--- src/jram_pkg.sv ---
/* Banked work-RAM shared types
   Word, address, request and lane definitions */
package jram_pkg;

	// Data path width
	localparam int WORD_W = 16;

	// Word address width inside one bank
	localparam int BANK_AW = 9;

	// Bank select width at the top of the host address
	localparam int BANK_SW = 2;

	// Full host word address width
	localparam int HADDR_W = BANK_SW + BANK_AW;

	// Words per bank
	localparam int BANK_DEPTH = 1 << BANK_AW;

	// Largest bank count the host address can reach
	localparam int MAX_BANKS = 1 << BANK_SW;

	typedef logic [WORD_W-1:0]  word_t;     // Host and RAM data word
	typedef logic [BANK_AW-1:0] waddr_t;    // Word address within a bank
	typedef logic [HADDR_W-1:0] haddr_t;    // Host word address
	typedef logic [BANK_SW-1:0] bank_sel_t; // Bank index

	// One host request per cycle, idle when cen is high
	typedef struct packed {
		logic   cen;   // Chip enable, active low
		logic   rw;    // 1 read, 0 write
		haddr_t addr;  // Bank index in the top bits
		word_t  wdata; // Write data
	} jram_req_t;

	// What a single bank drives toward the resolver
	typedef struct packed {
		word_t             z_out; // Registered read word
		logic [WORD_W-1:0] z_oe;  // Per-bit output enable
	} jram_lane_t;

endpackage

--- src/jram_resolve.sv ---
/* Bank lane resolver */
`timescale 1ns/1ps

module jram_resolve #(
	parameter int NUM_BANKS = 3
) (
	input  jram_pkg::jram_lane_t [NUM_BANKS-1:0] lanes,
	output jram_pkg::word_t                      rdata,
	output logic                                 rvalid,
	output logic                                 contention
);
	import jram_pkg::*;

	word_t             merged;   // AND-OR of all lanes
	logic [WORD_W-1:0] oe_seen;  // Bits driven by at least one lane
	logic [WORD_W-1:0] oe_clash; // Bits driven by two or more lanes

	// Stands in for the shared tri-state data bus
	always_comb begin
		merged   = '0;
		oe_seen  = '0;
		oe_clash = '0;
		for (int i = 0; i < NUM_BANKS; i++) begin
			merged   = merged | (lanes[i].z_out & lanes[i].z_oe);
			oe_clash = oe_clash | (oe_seen & lanes[i].z_oe); // Already driven
			oe_seen  = oe_seen | lanes[i].z_oe;
		end
	end

	// Undriven bits read as zero
	assign rdata = merged;

	// Any bank on the bus
	assign rvalid = |oe_seen;

	// Two drivers on one bit, never expected from a correct decoder
	assign contention = |oe_clash;

endmodule

--- config.mk ---
export PLATFORM = sky130hd
export DESIGN_NAME = jram_resolve
export DESIGN_NICKNAME = d
export VERILOG_FILES = /design/src/jram_pkg.sv /design/src/jram_resolve.sv
export SDC_FILE = /design/constraint.sdc
export NUM_CORES = 1
export LEC_CHECK = 0
export BUFFER_PORTS_ARGS = -buffer_cell sky130_fd_sc_hd__clkbuf_2
export CAP_MARGIN = 30
export CORE_ASPECT_RATIO = 1.2
export CORE_MARGIN = 5
export CORE_UTILIZATION = 23
export DETAILED_ROUTE_END_ITERATION = 12
export GPL_ROUTABILITY_DRIVEN = 0
export PLACE_DENSITY_LB_ADDON = 0.08
export SLEW_MARGIN = 15
export SYNTH_ARGS = -nofsm -noshare
export SYNTH_HDL_FRONTEND = slang
export SYNTH_SLANG_ARGS = --single-unit
--- constraint.sdc ---
create_clock -name vclk -period 1.1
set_clock_uncertainty 0.05 [all_clocks]
set_input_delay 0.22 -clock vclk [all_inputs]
set_output_delay 0.22 -clock vclk [all_outputs]
set_load 0.01 [all_outputs]
==> results of run 1 <==
==> worst min-delay path: cells and delay by family <==
family | cells | cell delay [ns]
buffers and inverters | 3 | 0.25
AOI/OAI and AO/OA | 1 | 0.05
==> layer usage <==
metal  routed length [um]  global-route usage, %  vias up  share of wire [%]
met5                    0                      0        -                  0
met4                   19                   7.17        0               0.45
met3                  504                   4.53        2                 12
met2                 2350                   42.0       88                 56
met1                 1360                   22.1      626                 32
li1                     -                      -      645                  -
==> synth_stat cells <==
cell,instances
sky130_fd_sc_hd__a22oi_1,2
sky130_fd_sc_hd__nor4_2,4
sky130_fd_sc_hd__nand4_1,8
sky130_fd_sc_hd__a22o_1,3
sky130_fd_sc_hd__a221oi_1,3
sky130_fd_sc_hd__or3_1,1
sky130_fd_sc_hd__o21ai_0,16
sky130_fd_sc_hd__and3_1,1
sky130_fd_sc_hd__inv_1,16
sky130_fd_sc_hd__a222oi_1,16
sky130_fd_sc_hd__nor4_1,9
==> repair_timing <==
action / 4_1_cts / 5_1_grt
setup buffers: 1 / 0
pin swaps: 23 / 17
setup endpoints to repair: 18 / 18
gates resized for setup: 44 / 45
==> power breakdown <==
part	switching, uW	internal (uW)	total, uW
Sequential	0	0	0
Combinational	284	385	669
Clock	0	0	0
==> worst paths after layout <==
check	from	to	slack [ns]	cells after the start
setup / recovery	lanes[8]	rvalid	-0.45	5
hold / removal	lanes[84]	rdata[4]	0.69	4
==> metrics by stage <==
stage | util, % | instances
finish | 77.3 | 248
global route | 77.3 | 248
CTS | 72.8 | 248
detailed placement | 60.4 | 248
global placement | 60.4 | 248
floorplan | - | 79
==> cell usage in the layout, fill, tap and decap left out, drive strengths merged <==
cell type,Yosys,layout
a22o,3,3
and3,1,1
clkbuf,0,91
inv,16,16
or3,1,1
a22oi,2,2
a221oi,3,3
nand4,8,8
buf,0,47
a222oi,16,16
nor4,13,13
o21ai,16,16
==> area by class of cell <==
| class | count | area [um2] |
|---|---|---|
| Tap cell | 31 | 38.8 |
| Multi-Input combinational cell | 63 | 612 |
| Inverter | 16 | 60.1 |
| Timing Repair Buffer | 138 | 1040 |
| Fill cell | 158 | 512 |
==> cells by family (layout without fill, tap and decap cells) <==
| group | Yosys count | in the layout | synth area share, % |
|---|---|---|---|
| AND/OR/NAND/NOR | 23 | 23 | 31.5 |
| buffers and inverters | 16 | 154 | 11.2 |
| AO/OA/AOI/OAI | 40 | 40 | 57.3 |
==> impl_metrics.json, run 1 <==
{
  "area.growth.synth_to_final_pct": 225,
  "max_freq_mhz": 647,
  "route.vias.total": 1361,
  "regArea_um2": 0,
  "cellLeakagePower_uw": 0.000867,
  "place.detailed.hpwl_mm": 3.22,
  "timing.final.crit_share_pct": 141,
  "cp.buffers_inverters": 2,
  "slowest_stage": "sky130_fd_sc_hd__or3_4",
  "period_minus_slack_ns": 1.55,
  "cts-hold-fix-buffers": 0,
  "slew_viol_final": 0,
  "vias_per_cell": 5.49,
  "nNetsFinal": 315,
  "end_kind": "primary output",
  "timing.critical_path.max_delay_family": "simple AND/OR/NAND/NOR gates",
  "worst_slew_margin_rel_pct": 78.5,
  "dp_slack_ns": -0.475,
  "grt_start_max_net_pins": 5,
  "drt_pre_antenna_iters": 5,
  "timing.critical_path.required_ns": 0.83,
  "num_rows": 19,
  "yosysSeqAreaShare_pct": 0,
  "synth_area_leaders": "sky130_fd_sc_hd__a222oi_1, sky130_fd_sc_hd__o21ai_0, sky130_fd_sc_hd__inv_1",
  "post_synth_inst_count": 79,
  "cp-start-kind": "primary input",
  "setup_viol": 16,
  "power_density_of_the_placed_cells_nw_per_um2": 383,
  "vdd.ir_drop.worst_uv": 239,
  "grt.total_usage_pct": 22.0,
  "yosys.cell_types.count": 11,
  "worst-setup-path-type": "primary input to primary output",
  "grt_setup_unrepaired": "yes",
  "initial_core_util_pct": 23.8,
  "critPathArrivalTime_ns": 1.28,
  "synth_warnings": 0,
  "timing_worst_slew_pin_value_ns": 0.322,
  "post-route-worst-setup-slack_ns": -0.446,
  "initial_antenna_violation_count": 0,
  "avgSynthCellArea_um2": 6.79,
  "crit_fanout": 4,
  "place.port_buffers": 114,
  "synth_area_um2": 537,
  "drcViolationCount": 0,
  "max_cap_viol_count": 0,
  "first_global_vias": 1364,
  "final_antenna_net_count": 0,
  "finalInstanceArea_um2": 1750,
  "drt-wirelength-per-cell_um": 17.1,
  "hold_slack_ns": 0.687,
  "power_uw": 669,
  "fp.dieW_um": 54.1,
  "ios": 114,
  "grt_first_pass_wirelength_mm": 5.89,
  "clock_buffer_count": 0,
  "status": "finished, violations left",
  "tns_ns": -2.19,
  "floorplan.die_area_um2": 3400,
  "wirelength_mm": 4.23,
  "numSequentialCells": 0,
  "critical-path-max-stage-delay_ns": 0.41,
  "insertedDiodeCount": 0,
  "post-synth-top-area-fraction_pct": 29.8,
  "grt_overflow": 0,
  "placed_cell_area_um2": 1370,
  "violations": "setup timing",
  "core_area_um2": 2260,
  "synth_largest_area_cell": "sky130_fd_sc_hd__a222oi_1",
  "drtIter0Drc": 110,
  "drive_gt1_share_pct": 71.0,
  "postSynthNetCount": 175,
  "final_hold_viol_count": 0,
  "die_height_um": 62.9,
  "timing.critical_path.cells": "clkbuf_8 -> nor4_2 -> nand4_1 -> or3_4 -> buf_8",
  "hold_path_class": "primary input to primary output"
}
No activity file was read; power rests on OpenSTA's default activity.
==> run 2: changes to the inputs <==
Settings changed: BUFFER_PORTS_ARGS -buffer_cell sky130_fd_sc_hd__clkbuf_2 to not set, CORE_AREA set to 5 5 42 44, CORE_ASPECT_RATIO 1.2 to not set, CORE_MARGIN 5 to not set, CORE_UTILIZATION 23 to not set, DIE_AREA set to 0 0 47 49, DONT_BUFFER_PORTS set to 1.
==> run 2 against run 1 <==
Compared with the run above: the run still ends with setup timing left; worst hold slack got worse by 0.16 ns; global-route usage fell by 1.9 points; final area fell by 61%; fmax rose by 18%; highest routed layer is now met3; combinational power fell by 74%; wire length fell by 38%; final cell count fell by 62%; via count fell by 41%; critical path depth fell by 2; utilization fell by 29 points.
==> impl_metrics.json, run 2 (synthesis gave the netlist of run 1 again) <==
{
  "num_rows": 14,
  "initial_core_util_pct": 38.3,
  "worst_slew_margin_rel_pct": 80.8,
  "timing.critical_path.required_ns": 0.83,
  "grt_start_max_net_pins": 5,
  "period_minus_slack_ns": 1.31,
  "ios": 114,
  "drcViolationCount": 0,
  "die_height_um": 49,
  "multiInputGateArea_um2": 601,
  "setup_viol": 2,
  "numSequentialCells": 0,
  "drive_gt1_share_pct": 21.5,
  "grt_first_pass_wirelength_mm": 3.60,
  "hold_path_class": "primary input to primary output",
  "violations": "setup timing",
  "cellLeakagePower_uw": 0.000188,
  "final_cell_mix": "sky130_fd_sc_hd__a222oi_1, sky130_fd_sc_hd__inv_1, sky130_fd_sc_hd__nand4_1",
  "first_global_vias": 860,
  "max_freq_mhz": 761,
  "fp.dieW_um": 47,
  "drtIter0Drc": 37,
  "final_antenna_net_count": 0,
  "grt_setup_unrepaired": "yes",
  "end_kind": "primary output",
  "final_hold_viol_count": 0,
  "vias_per_cell": 8.42,
  "timing.final.crit_share_pct": 120,
  "insertedDiodeCount": 0,
  "critPathArrivalTime_ns": 1.04,
  "place.detailed.hpwl_mm": 2.33,
  "post-route-worst-setup-slack_ns": -0.215,
  "drt-wirelength-per-cell_um": 27.8,
  "post_cts_buffers": 0,
  "dp_slack_ns": -0.225,
  "grt.total_usage_pct": 20.1,
  "max_cap_viol_count": 0,
  "worst-setup-path-type": "primary input to primary output",
  "core_area_um2": 1400,
  "initial_antenna_violation_count": 0,
  "grt_overflow": 0,
  "cell_count_of_the_worst_hold_path": 2,
  "status": "finished, violations left",
  "timing_worst_slew_pin_value_ns": 0.288,
  "clock_buffer_count": 0,
  "finalNonFillerCells": 95,
  "slew_viol_final": 0,
  "power_density_of_the_placed_cells_nw_per_um2": 254,
  "wirelength_mm": 2.64,
  "hold_slack_ns": 0.526,
  "floorplan.die_area_um2": 2300,
  "regArea_um2": 0,
  "cts-hold-fix-buffers": 0,
  "fillCellCount": 154,
  "area.growth.synth_to_final_pct": 26.8,
  "cp-start-kind": "primary input",
  "nNetsFinal": 177,
  "vdd.ir_drop.worst_uv": 108,
  "route.vias.total": 800,
  "crit_fanout": 3,
  "dp_cells": 95,
  "drt_pre_antenna_iters": 4,
  "place.port_buffers": 0
}
[run 2: cell count changes in the layout (fill, tap and decap cells not counted), moves of 2 or more]
| cell | change |
|---|---|
| sky130_fd_sc_hd__buf_2 | -8 |
| sky130_fd_sc_hd__clkbuf_2 | -79 |
| sky130_fd_sc_hd__buf_4 | -12 |
| sky130_fd_sc_hd__buf_8 | -11 |
| sky130_fd_sc_hd__clkbuf_8 | -12 |
| sky130_fd_sc_hd__o21ai_2 | +2 |
| sky130_fd_sc_hd__buf_6 | -16 |
| sky130_fd_sc_hd__o21ai_0 | -4 |
| sky130_fd_sc_hd__nor4_4 | -2 |
[run 2: critical path: stages]
cell,delay (ns)
sky130_fd_sc_hd__nor4_4,0.28
sky130_fd_sc_hd__nand4_1,0.12
sky130_fd_sc_hd__or3_4,0.42
[run 2: worst paths after layout]
path	slack [ns]	from	to
setup / recovery	-0.21	lanes[78]	rvalid
hold / removal	0.53	lanes[65]	rdata[1]
[run 2: report_power, final]
part / internal (uW) / switching (uW)
Combinational: 89.0 / 83.6
Sequential: 0 / 0
Clock: 0 / 0
Total: 89.0 / 83.6
[run 2: cell type report]
class,instances,area share (%)
Inverter,16,8.82
Multi-Input combinational cell,63,88.2
Tap cell,16,2.94
[run 2: what timing repair did]
| action | in CTS | in global routing |
|---|---|---|
| endpoints found under the setup margin | 2 | 2 |
| resized for setup | 12 | 11 |
| pin swaps | 5 | 7 |
[run 2: per-layer routing]
metal / vias to the layer above / wire length (um) / track usage, %
met5: - / 0 / 0
met4: 0 / 0 / 0
met3: 0 / 336 / 3.32
met2: 66 / 1390 / 38.0
met1: 368 / 916 / 23.7
li1: 366 / - / -
[run 2: metrics by stage]
step / setup TNS, ns / utilization [%] / area, um2 / power (uW)
global route: -0.435 / 48.6 / 681 / 193
detailed placement: -0.416 / 42.5 / 596 / 161
CTS: -0.347 / 44.9 / 629 / 168
global placement: -0.427 / 42.5 / 596 / 161
finish: -0.344 / 48.6 / 681 / 173
floorplan: -0.199 / - / 576 / 142
==> run 3: changes to the inputs <==
Settings changed: CELL_PAD_IN_SITES_DETAIL_PLACEMENT set to 0, CELL_PAD_IN_SITES_GLOBAL_PLACEMENT set to 2, CORE_AREA 5 5 42 44 to not set, CORE_ASPECT_RATIO set to 1.2, CORE_MARGIN set to 5, CORE_UTILIZATION set to 24, DIE_AREA 0 0 47 49 to not set.
Clock period 1.1 ns to 1.5 ns, I/O delays scaled along.
==> run 3 against run 2 <==
Compared with the run above: the run now ends clean; wire length grew 15%; flip-flop and latch count is the same; largest cell class unchanged; global-route usage shrank 4.9 points; critical endpoint is now contention; highest routed layer unchanged; first-iteration DRC count grew 51%.
==> impl_metrics.json, run 3 (synthesis gave the netlist of run 1 again) <==
{
  "floorplan.die_area_um2": 3290,
  "final_hold_viol_count": 0,
  "ios": 114,
  "insertedDiodeCount": 0,
  "core_area_um2": 2090,
  "switching_power_uw": 65.4,
  "grt_overflow": 0,
  "nNetsFinal": 178,
  "area.growth.synth_to_final_pct": 26.3,
  "vias_per_cell": 7.57,
  "drtIter0Drc": 56,
  "drive_gt1_share_pct": 18.8,
  "drt_pre_antenna_iters": 5,
  "p_int_uw": 62.1,
  "timing.critical_path.required_ns": 1.15,
  "cp-start-kind": "primary input",
  "initial_antenna_violation_count": 0,
  "cts-hold-fix-buffers": 0,
  "vdd.ir_drop.worst_uv": 57.2,
  "place.port_buffers": 0,
  "drt-wirelength-per-cell_um": 27.5,
  "slew_viol_final": 0,
  "multiInputGateArea_um2": 573,
  "timing_worst_slew_pin_value_ns": 0.373,
  "utilization_pct": 32.4,
  "place.detailed.hpwl_mm": 2.66,
  "wirelength_mm": 3.03,
  "regArea_um2": 0,
  "route.vias.total": 833,
  "cellLeakagePower_uw": 0.000188,
  "grt_first_pass_wirelength_mm": 3.85,
  "status": "complete, no violations",
  "num_rows": 18,
  "critPathArrivalTime_ns": 1.12,
  "setup_viol": 0,
  "power_density_of_the_placed_cells_nw_per_um2": 188,
  "initial_core_util_pct": 25.6,
  "final_antenna_net_count": 0,
  "clock_power_share_pct": 0,
  "numSequentialCells": 0,
  "timing.final.crit_share_pct": 98.3,
  "crit_fanout": 4,
  "worst-setup-path-type": "primary input to primary output",
  "hold_path_class": "primary input to primary output",
  "sw_frac_of_total_pct": 51.3,
  "period_minus_slack_ns": 1.47,
  "final_cell_mix": "sky130_fd_sc_hd__a222oi_1, sky130_fd_sc_hd__inv_1, sky130_fd_sc_hd__o21ai_0",
  "first_global_vias": 829,
  "post_cts_buffers": 0,
  "fp.dieW_um": 53.2,
  "drcViolationCount": 0,
  "grt.total_usage_pct": 15.2,
  "worst_slew_margin_rel_pct": 75.1,
  "grt_start_max_net_pins": 5,
  "hold_slack_ns": 0.686,
  "end_kind": "primary output",
  "max_cap_viol_count": 0,
  "fillCellCount": 253,
  "clock_buffer_count": 0,
  "die_height_um": 61.8,
  "sequentialPowerShare_pct": 0,
  "max_freq_mhz": 678,
  "comb_power_share_pct": 100.0
}
[run 3: worst max-delay path: stages]
cell and delay [ns]:
sky130_fd_sc_hd__o21ai_0 0.18, sky130_fd_sc_hd__nand4_1 0.14, sky130_fd_sc_hd__nor4_2 0.29, sky130_fd_sc_hd__nand4_1 0.21
[run 3: worst paths after layout]
check / end / slack, ns / depth (start not counted) / from
min: rdata[2] / 0.69 / 2 / lanes[66]
max: contention / 0.03 / 4 / lanes[9]
[run 3: repair_timing]
item,CTS,global route
resized for setup,8,10
pin swaps,1,1
setup endpoints to repair,1,2
endpoints found under the hold margin,0,0
[run 3: stage by stage]
stage	setup slack (ns)	total power (uW)	TNS (ns)	std cells	area [um2]
floorplan	0.0932	102	0	79	537
global placement	-0.100	122	-0.100	111	589
detailed placement	-0.0916	121	-0.0916	111	589
CTS	0.0144	123	0	110	633
global route	-0.0481	140	-0.0481	110	678
finish	0.0257	127	0	110	678
[run 3: layout make-up]
| class | count | share of cell area, % |
|---|---|---|
| multi-input combinational | 63 | 84.5 |
| inverter | 16 | 8.86 |
| tap | 30 | 5.54 |
| timing repair buffer | 1 | 1.11 |
[run 3: power by group through the flow]
stage	Sequential [uW]	Combinational (uW)	Clock, uW
global placement	0	122	0
CTS	0	123	0
floorplan	0	102	0
detailed placement	0	121	0
finish	0	127	0
global route	0	140	0
[run 3: per-layer routing]
metal | track usage, % | part of all wire, % | vias up
met2 | 27.0 | 49 | 79
met1 | 19.5 | 36 | 387
met3 | 4.30 | 15 | 0
met4 | 0 | 0 | 0
li1 | - | - | 367
met5 | 0 | 0 | -
